### config.mk
export PLATFORM = sky130hd
export DESIGN_NAME = sample_discriminator_flat
export DESIGN_NICKNAME = d
export VERILOG_FILES = /design/src/design/receive_pkg.sv /design/src/design/capture_if.sv /design/src/design/sample_discriminator.sv /design/src/flat_wrapper.sv
export SDC_FILE = /design/constraint.sdc
export NUM_CORES = 1
export LEC_CHECK = 0
export ABC_AREA = 1
export BUFFER_PORTS_ARGS = -buffer_cell sky130_fd_sc_hd__buf_4
export CORE_ASPECT_RATIO = 1.5
export CORE_MARGIN = 2
export CORE_UTILIZATION = 49
export DETAILED_ROUTE_END_ITERATION = 10
export PLACE_DENSITY = 0.77
export SYNTH_ARGS = -nofsm -noshare
export SYNTH_HDL_FRONTEND = slang
export SYNTH_SLANG_ARGS = --single-unit
### constraint.sdc
create_clock -name clk -period 1.6 [get_ports clk]
set_input_delay 0.16 -clock clk [delete_from_list [all_inputs] [get_ports clk]]
set_output_delay 0.16 -clock clk [all_outputs]
set_load 0.01 [all_outputs]
### src/design/receive_pkg.sv
//////////////////////////////////////////////////
// capture path sizes, sample and beat types and
// the buffer entry struct
//////////////////////////////////////////////////
package receive_pkg;

  //////////////////////////////////////////////////
  // geometry of the ADC front end

  // number of ADC channels
  localparam int channels = 4;
  // samples delivered per beat on each channel
  localparam int parallel_samples = 2;
  localparam int sample_width = 16;
  // one beat is also one word on the output stream
  localparam int beat_width = parallel_samples * sample_width;

  //////////////////////////////////////////////////
  // buffer sizing

  // entries per channel buffer
  localparam int buffer_depth = 64;
  localparam int tstamp_width = 32;
  // one extra bit so a full buffer can be counted
  localparam int count_width = $clog2(buffer_depth) + 1;

  //////////////////////////////////////////////////
  // data types

  // signed ADC sample
  typedef logic signed [sample_width-1:0] sample_t;

  // one beat, sample 0 in the low bits
  typedef sample_t [parallel_samples-1:0] beat_t;

  // one buffer entry
  typedef struct packed {
    // first beat of a run, gets a timestamp word on readout
    logic start;
    logic [tstamp_width-1:0] tstamp;
    beat_t data;
  } entry_t;

endpackage
### src/design/capture_if.sv
//////////////////////////////////////////////////
// discriminated beat stream, one lane per channel
//////////////////////////////////////////////////
`timescale 1ns/100ps

interface capture_if;

  // no ready, the buffer takes every emitted beat
  logic [receive_pkg::channels-1:0] valid;
  // first beat of a run
  logic [receive_pkg::channels-1:0] start;
  logic [receive_pkg::channels-1:0][receive_pkg::tstamp_width-1:0] tstamp;
  receive_pkg::beat_t [receive_pkg::channels-1:0] data;

  modport source (
    output valid,
    output start,
    output tstamp,
    output data
  );

  modport sink (
    input valid,
    input start,
    input tstamp,
    input data
  );

endinterface

### src/design/sample_discriminator.sv
//////////////////////////////////////////////////
// hysteresis run detection, beat counting and
// timestamp tagging per channel
//////////////////////////////////////////////////
`timescale 1ns/100ps

module sample_discriminator (
  input  logic                                             clk,
  input  logic                                             reset,
  input  receive_pkg::beat_t [receive_pkg::channels-1:0]   cond_data,
  input  logic [receive_pkg::channels-1:0]                 cond_valid,
  input  receive_pkg::sample_t [receive_pkg::channels-1:0] threshold_high,
  input  receive_pkg::sample_t [receive_pkg::channels-1:0] threshold_low,
  input  logic                                             capture_start,
  input  logic                                             capture_stop,
  capture_if.source                                        cap
);

  logic armed;
  // a run is open on this channel
  logic [receive_pkg::channels-1:0] run_active;
  // beat index since capture start
  logic [receive_pkg::channels-1:0][receive_pkg::tstamp_width-1:0] beat_count;
  logic [receive_pkg::channels-1:0] any_above;
  logic [receive_pkg::channels-1:0] all_below;

  //////////////////////////////////////////////////
  // threshold compares, signed
  always_comb begin
    for (int c = 0; c < receive_pkg::channels; c++) begin
      any_above[c] = 1'b0;
      all_below[c] = 1'b1;
      for (int i = 0; i < receive_pkg::parallel_samples; i++) begin
        if (cond_data[c][i] > threshold_high[c]) begin
          any_above[c] = 1'b1;
        end
        if (!(cond_data[c][i] < threshold_low[c])) begin
          all_below[c] = 1'b0;
        end
      end
    end
  end

  //////////////////////////////////////////////////
  // arm state, run state and counters
  always_ff @(posedge clk) begin
    if (reset) begin
      armed <= 1'b0;
      run_active <= '0;
      beat_count <= '0;
      cap.valid <= '0;
    end else begin
      if (capture_stop) begin
        armed <= 1'b0;
      end else if (capture_start) begin
        armed <= 1'b1;
      end
      for (int c = 0; c < receive_pkg::channels; c++) begin
        cap.valid[c] <= 1'b0;
        if (capture_start) begin
          run_active[c] <= 1'b0;
          beat_count[c] <= '0;
        end else if (armed && cond_valid[c]) begin
          beat_count[c] <= beat_count[c] + 1'b1;
          if (run_active[c]) begin
            // closing beat is dropped
            if (all_below[c]) begin
              run_active[c] <= 1'b0;
            end else begin
              cap.valid[c] <= 1'b1;
            end
          end else if (any_above[c]) begin
            run_active[c] <= 1'b1;
            cap.valid[c] <= 1'b1;
          end
        end
      end
    end
  end

  // entry fields, only read when valid is set
  always_ff @(posedge clk) begin
    for (int c = 0; c < receive_pkg::channels; c++) begin
      if (cond_valid[c]) begin
        cap.start[c] <= !run_active[c];
        cap.tstamp[c] <= beat_count[c];
        cap.data[c] <= cond_data[c];
      end
    end
  end

endmodule

### src/flat_wrapper.sv
// flat-port wrapper written by rule: the top's interface ports become plain ports
module sample_discriminator_flat 
  (clk, reset, cond_data, cond_valid, threshold_high, threshold_low, capture_start, capture_stop, cap_valid, cap_start, cap_tstamp, cap_data);
  capture_if cap_i ();
  input  logic clk;
  input  logic reset;
  input  receive_pkg::beat_t [receive_pkg::channels-1:0] cond_data;
  input  logic [receive_pkg::channels-1:0] cond_valid;
  input  receive_pkg::sample_t [receive_pkg::channels-1:0] threshold_high;
  input  receive_pkg::sample_t [receive_pkg::channels-1:0] threshold_low;
  input  logic capture_start;
  input  logic capture_stop;
  output wire logic [$bits(cap_i.valid)-1:0] cap_valid;
  output wire logic [$bits(cap_i.start)-1:0] cap_start;
  output wire logic [$bits(cap_i.tstamp)-1:0] cap_tstamp;
  output wire logic [$bits(cap_i.data)-1:0] cap_data;
  assign cap_valid = cap_i.valid;
  assign cap_start = cap_i.start;
  assign cap_tstamp = cap_i.tstamp;
  assign cap_data = cap_i.data;
  sample_discriminator u_core (.clk(clk), .reset(reset), .cond_data(cond_data), .cond_valid(cond_valid), .threshold_high(threshold_high), .threshold_low(threshold_low), .capture_start(capture_start), .capture_stop(capture_stop), .cap(cap_i));
endmodule
==> results.md <==
* Cell mode on critical path: nor2_4
* Slew Limit Fails at 0
* Buf/Inv on CP at 2
* Fillers at 2650
* Worst EP required at 2.03 ns
* Final Net Count at 3640
* P_int at roughly 19 mW
* Sequential Area at 10600 µm²
* Starting Density at 49.7%
* IO Count at roughly 530
* CP Data Arrival Time at 2.21 ns
* Slew HR at 34.9%
* Crit path max fanout at 5
* Antenna Nets Post-Route at 0
* CP Capture Type: flip-flop
* RSZ-0062 raised after global routing: true
* CP Launch Type: flip-flop
* Syn nets at 2746
* Die Area at ~44000 µm²
* Residual DRC count at 0
* CP max stage cell: dfxtp_4
* Reg clk slew, reported paths at about 0.06 ns
* Seq pwr share at around 45%
* Commonest non-fill, non-tap cells in the layout: buf_4, nand2_1, inv_1, edfxtp_1, ha_1
* Syn-to-layout area delta at 53.5%
* Ys Warns at 0
* DR vias at about 20000
* WS Path Type: reg -> reg
* Design area at 32000 µm²
* Status: finished with violations
* Combinational share of power at 17.3%
* R2R Setup Slk at -0.18 ns
* Synth area leader: edfxtp_1
* Violated checks: negative hold slack, negative setup slack
* Clk_lat worst skew at 0.55 ns
* Max Clock Skew at ~0.019 ns
* Core Util, Final at 76.3%
* Final hold vios at 1
* Grt total ovfl at 0
* CTS buffer count at 40
* Dpl hpwl at 52.5 mm
* CTS root buffer: clkbuf_16
* Synth cell types at 39
* Vias in the first global route at 20224
* Core area at 42000 µm²
* Die H at 257 µm
* Register area share after synthesis at between 50% and 60%
* Pin count of the biggest net entering global routing at 66
* Pre-antenna DRT Iters at 6
* All-Layer GR Usage at 30.8%
* Multi-input logic area at 11000 µm²
* Synth Instances at 2230
* Flops & latches, synth at 397
* Die Wd at 173 µm
* Routability cong. at roughly 0.96
* First-pass GRT wire length at between 100 and 150 mm
* Clock Sinks at a little under 400
* Fmax at 562 MHz
* Avg Cell Area, Syn at 9.36 µm²
* CP top delay family: simple AND/OR/NAND/NOR gates
* Max VDD drop at 0.857 mV
* Least-Margin Pin Slew at 0.976 ns
* Switching power at between 6 and 7 mW
* Clock power frac at 37.7%
* CP cell instances: buf_12, nand2_8, clkinv_4, nand2_4, nor2_4, nand2_2, nor2_4, nand2_2, nor2_4, nand4_1, xor2_1, nor2_1
* Setup TNS at -5.09 ns
* Pre-CTS WS at -0.203 ns
* PortBufs at 527
* Worst Slack Setup Final at -0.179 ns
* Largest cells by area after synthesis: edfxtp_1, ha_1, dfxtp_1
* Ys async rst share at 0%
* WHS at -0.0117 ns
* Synthesized area at 20900 µm²
* Initial antenna violation count at 4
* Post-synth top area share at 37.4%
* CTS H-Tree Depth at 2
* Final WL at 74.6 mm
* Period utilisation layout at 111%
* Routed len/inst at 20.0 µm
* Crit path time final at between 1.5 and 2 ns
* Most common cell after layout, fill and taps aside: buf_4
* Share of cells above drive strength 1 at 38.5%
* Final non-filler cell total at 3722
* LEAKAGE at around 15 nW
* Vias per inst at 5.35
* Max stage delay on crit path at 0.40 ns
* Placed inst area at 26900 µm²
* Worst Hold Class: in -> reg
* Cell area power density at 793 nW/µm²
* Total Power at 25.4 mW
* Max-cap violation count at 0
* Setup violators final at 59
* CTS tree: yes
* Clock Tree Buf Depth at 3
* 1st-iter DRT viols at between 1500 and 2000
* Sw frac at approximately 26%
* Post-synth EDFFs at 260
* Ys flop type: edfxtp_1
* Placed Instances at between 3000 and 4000
* Rows at between 90 and 100
-- power groups by stage --
stage          combinational [mW]  clock, mW  sequential [mW]
6_report                     4.39       9.58             11.4
5_1_grt                      4.74       10.0             11.5
4_1_cts                      3.79       9.67             11.4
3_5_place_dp                 3.50          0             11.7
3_3_place_gp                 3.39          0             11.6
2_1_floorplan                1.32          0             11.8
-- timing repair --
item / in CTS / in global routing
endpoints found under the hold margin: 129 / 1
gates cloned: 0 / 0
setup endpoints to repair: 53 / 89
hold buffers: 130 / 1
setup buffers: 31 / 36
gates resized for setup: 92 / 405
pin swaps: 30 / 152
-- state kept, by name (all words and copies together), names as in the netlist --
register	flops
u_core.beat_count	128
u_core.cap.start	4
u_core.cap.data	128
u_core.cap.tstamp	128
u_core.armed	1
u_core.cap.valid	4
u_core.run_active	4
-- kinds of logic after synthesis --
| logic type | Yosys count | synth area share, % |
|---|---|---|
| buf+inv | 376 | 6.78 |
| simple gates | 932 | 19.8 |
| compound gates | 226 | 5.83 |
| flops | 397 | 50.5 |
| fa+ha+maj | 252 | 15.1 |
| xor+xnor | 47 | 1.97 |
-- synthesized netlist by cell type (13+ instances only) --
library cell and instances:
inv_1 354, clkbuf_1 14, dfxtp_1 137, nand2_1 448
nand3_1 98, a21o_1 13, ha_1 252, xor2_1 38
nor3_1 73, nand4_1 41, nor2_1 207, o21ai_0 56
edfxtp_1 260, a21oi_1 136
-- path summary, 6_finish.rpt --
| path | depth (start not counted) | end | startpoint |
|---|---|---|---|
| min reg2reg | 0 | u_core.cap.tstamp[74] | u_core.beat_count[74] |
| max reg2reg | 12 | u_core.beat_count[123] | u_core.armed |
| min | 1 | u_core.cap.data[120] | cond_data[120] |
| max | 12 | u_core.beat_count[123] | u_core.armed |
-- per-layer routing --
layer,track usage (%),wire length (µm)
met1,31.1,25400
met5,0,14
met4,18.8,5950
met2,57.8,38000
met3,6.39,5250
-- cell type report --
cell class | count | share of cell area, %
multi-input cells | 1457 | 34.2
inverters | 361 | 4.26
clock inverters | 14 | 0.375
well taps | 564 | 2.20
clock buffers | 59 | 3.77
repair buffers | 867 | 22.1
flip-flops and latches | 397 | 33.1
diodes | 3 | 0.0234
Note: power is estimated with default switching activity, not from simulation.
