$ cat config.mk
export PLATFORM = sky130hd
export DESIGN_NAME = differentiator
export DESIGN_NICKNAME = d
export VERILOG_FILES = /design/src/design/receive_pkg.sv /design/src/design/differentiator.sv
export SDC_FILE = /design/constraint.sdc
export NUM_CORES = 1
export LEC_CHECK = 0
export ABC_AREA = 1
export BUFFER_PORTS_ARGS = -buffer_cell sky130_fd_sc_hd__buf_2
export CAP_MARGIN = 20
export CORE_MARGIN = 2
export CORE_UTILIZATION = 52
export DETAILED_ROUTE_END_ITERATION = 7
export PLACE_DENSITY = 0.8
export SETUP_SLACK_MARGIN = 0.3
export SYNTH_ARGS = -nofsm -noshare
export SYNTH_HDL_FRONTEND = slang
export SYNTH_SLANG_ARGS = --single-unit
$ cat constraint.sdc
create_clock -name clk -period 2 [get_ports clk]
set_clock_uncertainty 0.2 [all_clocks]
set_input_delay 0.4 -clock clk [delete_from_list [all_inputs] [get_ports clk]]
set_output_delay 0.4 -clock clk [all_outputs]
set_load 0.01 [all_outputs]
$ cat src/design/receive_pkg.sv
//////////////////////////////////////////////////
// capture path sizes, sample and beat types and
// the buffer entry struct
//////////////////////////////////////////////////
package receive_pkg;

  //////////////////////////////////////////////////
  // geometry of the ADC front end

  // number of ADC channels
  localparam int channels = 4;
  // samples delivered per beat on each channel
  localparam int parallel_samples = 2;
  localparam int sample_width = 16;
  // one beat is also one word on the output stream
  localparam int beat_width = parallel_samples * sample_width;

  //////////////////////////////////////////////////
  // buffer sizing

  // entries per channel buffer
  localparam int buffer_depth = 64;
  localparam int tstamp_width = 32;
  // one extra bit so a full buffer can be counted
  localparam int count_width = $clog2(buffer_depth) + 1;

  //////////////////////////////////////////////////
  // data types

  // signed ADC sample
  typedef logic signed [sample_width-1:0] sample_t;

  // one beat, sample 0 in the low bits
  typedef sample_t [parallel_samples-1:0] beat_t;

  // one buffer entry
  typedef struct packed {
    // first beat of a run, gets a timestamp word on readout
    logic start;
    logic [tstamp_width-1:0] tstamp;
    beat_t data;
  } entry_t;

endpackage
$ cat src/design/differentiator.sv
//////////////////////////////////////////////////
// per-channel first difference with raw or
// differentiated output select
//////////////////////////////////////////////////
`timescale 1ns/100ps

module differentiator (
  input  logic                                           clk,
  input  logic                                           reset,
  input  receive_pkg::beat_t [receive_pkg::channels-1:0] adc_data,
  input  logic [receive_pkg::channels-1:0]               adc_valid,
  input  logic [receive_pkg::channels-1:0]               diff_select,
  output receive_pkg::beat_t [receive_pkg::channels-1:0] cond_data,
  output logic [receive_pkg::channels-1:0]               cond_valid
);

  // last sample of the previous valid beat, kept across captures
  receive_pkg::sample_t prev_sample [receive_pkg::channels];
  receive_pkg::beat_t   diff_beat   [receive_pkg::channels];

  //////////////////////////////////////////////////
  // halved first differences
  always_comb begin
    receive_pkg::sample_t history [receive_pkg::parallel_samples+1];
    receive_pkg::sample_t delta;
    for (int c = 0; c < receive_pkg::channels; c++) begin
      // history[0] is the carried sample, then this beat
      history[0] = prev_sample[c];
      for (int i = 0; i < receive_pkg::parallel_samples; i++) begin
        history[i+1] = adc_data[c][i];
      end
      for (int i = 0; i < receive_pkg::parallel_samples; i++) begin
        // subtraction wraps at the sample width before the shift
        delta = history[i+1] - history[i];
        diff_beat[c][i] = delta >>> 1;
      end
    end
  end

  always_ff @(posedge clk) begin
    if (reset) begin
      prev_sample <= '{default: '0};
      cond_valid <= '0;
    end else begin
      cond_valid <= adc_valid;
      for (int c = 0; c < receive_pkg::channels; c++) begin
        // carry updates in both modes
        if (adc_valid[c]) begin
          prev_sample[c] <= adc_data[c][receive_pkg::parallel_samples-1];
        end
      end
    end
  end

  // both paths go through the same register stage
  always_ff @(posedge clk) begin
    for (int c = 0; c < receive_pkg::channels; c++) begin
      if (adc_valid[c]) begin
        cond_data[c] <= diff_select[c] ? diff_beat[c] : adc_data[c];
      end
    end
  end

endmodule

==> results of run 1 <==
[metrics by stage]
step	hold slack [ps]	area (um2)	cells	worst slack, ps
after global routing	31.9	22300	3078	-29.0
after detailed placement	271	19700	2995	-154
final	28.6	22300	3078	23.9
after global placement	260	19700	2995	-97.8
after CTS	16.3	21000	3052	152
after floorplan	252	16800	2220	224
[path summary, 6_finish.rpt]
| check | to | slack, ps | cells after the start |
|---|---|---|---|
| worst max-delay path | cond_data[5]$_DFFE_PP_ | 20 | 9 |
| worst max register to register | cond_data[5]$_DFFE_PP_ | 20 | 9 |
| worst min-delay path | prev_sample[15]$_SDFFE_PP0P_ | 30 | 3 |
| worst min register to register | prev_sample[63]$_SDFFE_PP0P_ | 280 | 2 |
[what timing repair did]
item,CTS,global route
pin swaps,95,137
buffers inserted,25,25
setup endpoints to repair,56,93
resized for setup,214,339
[layout make-up]
type	count	area, um2
fill	1840	6170
clock buffer	22	517
clock inverter	10	80.1
timing repair buffer	481	3180
tap	384	480
inverter	446	1830
antenna	1	2.50
sequential	196	5270
multi-input combinational	1538	10900
[power groups by stage]
stage                     Clock, uW  Combinational, uW  Sequential, uW
after floorplan                   0               2840            5130
after global placement            0               4560            4980
after detailed placement          0               4690            4990
after CTS                      3620               5040            4920
after global routing           3760               6340            4950
final                          3620               5870            4930
[placed cells by master, fill, tap and decap left out, types with 90 or more instances in the layout]
cell,count
buf_2,244
edfxtp_1,128
buf_4,196
inv_1,304
nand2_1,596
nand3_1,90
ha_4,103
nor2_1,124
nand2_2,178
inv_2,113
[cell families after synthesis]
kind of cell	Yosys count
fa+ha+maj	120
compound gates	214
buf+inv	486
flops	196
xor+xnor	31
simple gates	1173
[critical path: stages (launching register included)]
cell	delay (ps)
dfxtp_2	330
inv_2	90
ha_4	220
nand2_2	100
nand2_1	80
a21oi_2	150
nand2_2	130
or2_1	270
nand3_1	70
o21ai_1	80
[sequential cells by signal, summed over array words and instances, names as in the netlist]
register,count
prev_sample,64
cond_data,128
cond_valid,4
[layer usage]
metal  GRT usage, %  routed length [um]  vias up
met5              0                   9        -
met1           38.6               20700     7590
met3           4.45                3590      184
met4           11.2                1980        2
li1               -                   -     7918
met2           52.3               25000      801
==> reports/metrics.csv, run 1 <==
metric,value,unit
outcome,finished clean,
Critical Path Source,prev_sample[51]$_SDFFE_PP0P_,
mean post-synth cell area,6.72,um2
fin crit share,98.8,%
flip-flop and latch count after synthesis,196,
# setup viols final,0,
All-Layer GR Usage,30.3,%
vias in the first global route,15600,
grt ovf,0,
mux cell area share after synthesis,0,%
share of the synthesized area in the top cell type,25.7,%
Compound-Gate Fraction of Synth Area,8.26,%
Vias,16500,
commonest cells in the netlist,"nand2_1, inv_1, nor2_1, nand3_1, edfxtp_1",
Comb pwr share,40.7,%
synthesis warning total,0,
WL per Instance,16.6,um
most common cell in the netlist,nand2_1,
R2R Path Start,prev_sample[51]$_SDFFE_PP0P_,
hold path start,adc_data[127],
Leakage,0.0112,uW
final wirelength,51200,um
die area,30100,um2
final hold violation count,0,
clock sink count,196,
drt pass-1 iters,7,
post-route DRC violation count,0,
Pins Over Slew Limit,0,
Synth async-reset ratio,0,%
post-synthesis cell area,14900,um2
fin crit period,1980,ps
top_reg_cell synth,edfxtp_1,
worst-margin pin slew,479,ps
# IOs,270,
Post-synth EDFFs,128,
Worst EP arrival,1960,ps
Sw Ratio,36.5,%
post-synth net total,2478,
count of cell types in the netlist,27,
H-tree Lvls,4,
first-pass GRT wire length,74700,um
Core Footprint,28500,um2
synth-to-layout area growth,49.4,%
critical path required time,1990,ps
DRT antenna net count,0,
Internal Power,9160,uW
"area leader, netlist",edfxtp_1,
final core utilization,78.3,%
simple-gate share of the synthesized area,32.1,%
# port buffers,269,
cts bufs inserted,17,
crit end category,flip-flop,
root buf cell,clkbuf_16,
Initial Util,52.4,%
TritonCTS clock tree,yes,
post-synthesis cell count,2220,
pwr/cell area,646,nW/um2
relative slew slack,68.0,%
adder-cell share of the synthesized area,10.5,%
initial antenna violation count,2,
"top cells by area, synth","edfxtp_1, nand2_1, inv_1, ha_1, dfxtp_1",
WS Path Type,flip-flop to flip-flop,
"Seq/Total Area, Yosys",34.9,%
part of the power in registers,34.2,%
gp weighted congestion,0.916,
vias per inst,5.36,
final setup TNS,0,ps
CP max FO,4,
Worst VDD drop,0.433,mV
chip width,173,um
post-synthesis xor/xnor area fraction,1.82,%
DP HPWL,34400,um
main combinational cell family by area after synthesis,simple AND/OR/NAND/NOR gates,
Max Fclk,0.506,GHz
ratio of cells with drive above 1 in the final layout,44.6,%
CTS Hold Bufs,0,
switching power,5260,uW
clock power share,25.1,%
largest net degree at the start of global routing,69,
max capacitance violation total,0,
Worst-Skew Late Latency,460,ps
worst-case clock buffer depth,2,
Startpoint Class,flip-flop,
drt initial violations,1311,
Total Nets Final,2938,
die height,173,um
post-route total power,14400,uW
unrepaired setup endpoints after global routing,yes,
Worst-path clk slew,80,ps
Hold Path Class,primary input to flip-flop,
std cell rows,62,
Note: power is estimated with default switching activity, not from simulation.
==> run 2, diff against run 1 <==
CORE_UTILIZATION = 55   (was 52)
PLACE_DENSITY = 0.81   (was 0.8)
clock period = 2.35 ns   (was 2 ns; I/O delays follow)
==> reports/metrics.csv, run 2 (synthesized netlist as in run 1, its figures left out) <==
metric,value,unit,change
outcome,finished clean,,
largest net degree at the start of global routing,69,,unchanged
DP HPWL,30900,um,-10%
Vias,14900,,-9.6%
WS Path Type,flip-flop to flip-flop,,
drt pass-1 iters,6,,-1
Top reg by flops,cond_data,,
fin crit period,1970,ps,-8.99 ps
DRT antenna net count,0,,unchanged
clock sink count,196,,unchanged
chip width,169,um,-2.7%
relative slew slack,65.9,%,-2.1 points
Leakage,0.00967,uW,-14%
leading registers by flop count,"cond_data (128), prev_sample (64), cond_valid (4)",,
synth-to-layout area growth,18.5,%,
Worst-path clk slew,80,ps,about the same
# IOs,270,,unchanged
# setup viols final,0,,unchanged
Initial Util,55.7,%,+3.3 points
die area,28500,um2,-5.3%
CP max FO,4,,unchanged
Hold Path Class,primary input to flip-flop,,
final wirelength,40300,um,-21%
vias per inst,5.24,,-2.2%
drt initial violations,1285,,-2.0%
Total Nets Final,2747,,-6.5%
final setup TNS,0,ps,unchanged
final core utilization,66.0,%,-12 points
worst-case clock buffer depth,2,,unchanged
cts bufs inserted,17,,unchanged
root buf cell,clkbuf_16,,
initial antenna violation count,0,,-2
max capacitance violation total,0,,unchanged
post-route DRC violation count,0,,unchanged
unrepaired setup endpoints after global routing,yes,,
"commonest non-fill, non-tap cells in the layout","nand2_1, inv_1, buf_2",,
max reg flops,128,,unchanged
design area,17700,um2,-21%
fillcell total,2325,,+26%
critical path required time,2340,ps,+350 ps
Worst-Skew Late Latency,440,ps,-20 ps
Pins Over Slew Limit,0,,unchanged
worst-margin pin slew,512,ps,+32.2 ps
grt ovf,0,,unchanged
die height,169,um,-2.7%
pwr/cell area,588,nW/um2,-9.0%
Worst VDD drop,0.358,mV,-17%
first-pass GRT wire length,63900,um,-14%
DP Area,16700,um2,-15%
final hold violation count,0,,unchanged
H-tree Lvls,4,,unchanged
Worst EP arrival,1960,ps,about the same
crit end category,flip-flop,,
All-Layer GR Usage,27.3,%,-3.0 points
vias in the first global route,13800,,-12%
TritonCTS clock tree,yes,,
ratio of cells with drive above 1 in the final layout,16.9,%,-28 points
Startpoint Class,flip-flop,,
Max Fclk,0.508,GHz,+0.46%
# port buffers,269,,unchanged
"leading cell type in the layout, fill and taps excluded",nand2_1,,
WL per Instance,14.2,um,-15%
fin crit share,83.7,%,-15 points
Core Footprint,26800,um2,-5.9%
gp weighted congestion,0.943,,+2.9%
std cell rows,60,,-3.2%
## run 2: cell count changes in the layout (fill, tap and decap cells not counted), sizes merged
cell,previous run,this run
clkinv,5,7
buf,475,290
clkbuf,28,19
inv,450,451
## run 2: repair_timing
| action | CTS | global route |
|---|---|---|
| setup buffers | 0 | 2 |
| hold buffers | 0 | 0 |
| setup endpoints to repair | 0 | 42 |
| gates resized for setup | 0 | 73 |
## run 2: where the power goes
group	switching [uW]	internal (uW)	total [uW]
Sequential	99.2	4060	4160
Combinational	2080	1250	3330
Clock	1500	1400	2900
## run 2: path summary, 6_finish.rpt
kind                                start                            to  slack, ps  cells past startpoint
max           prev_sample[0]$_SDFFE_PP0P_      cond_data[107]$_DFFE_PP_        380                     11
min reg2reg  prev_sample[23]$_SDFFE_PP0P_  prev_sample[23]$_SDFFE_PP0P_        270                      2
min                          adc_data[48]  prev_sample[32]$_SDFFE_PP0P_         90                      3
max reg2reg   prev_sample[0]$_SDFFE_PP0P_      cond_data[107]$_DFFE_PP_        380                     11
## run 2: per-layer routing
metal / up-vias / part of all wire (%) / wire length, um / global-route usage [%]
met5: - / 0 / 0 / 0
met4: 0 / 1.8 / 715 / 8.17
met3: 61 / 7.7 / 3110 / 3.90
met2: 597 / 47 / 19100 / 46.8
met1: 6722 / 43 / 17400 / 36.0
li1: 7525 / - / - / -
## run 2: final cells by class
cell class | count | area, um2 | area share [%]
sequential | 196 | 5210 | 29.5
timing repair buffer | 290 | 1520 | 8.58
multi-input combinational | 1538 | 8300 | 47.0
antenna | 1 | 2.50 | 0.0142
clock buffer | 19 | 433 | 2.45
inverter | 446 | 1670 | 9.47
tap | 341 | 427 | 2.41
clock inverter | 13 | 119 | 0.672
## run 2: per-stage QoR
step                hold WS, ps  power [uW]  cells  worst slack (ps)
floorplan                   243        6350   2220               373
global placement            254        7260   2809              86.4
detailed placement          260        7360   2809              23.0
CTS                        77.5       10200   2841               339
global route               91.7       11000   2843               249
finish                     92.3       10400   2844               383
## run 2: worst max-delay path, stage by stage (launching register included)
cell     delay (ps)
dfxtp_1         330
nand2_1          80
inv_1            50
fa_1            370
inv_2           100
nand3_1         110
nand3_2         120
nand3_1         110
nand3_1          90
nand2_1          50
nand3_1          70
nand2_1          50
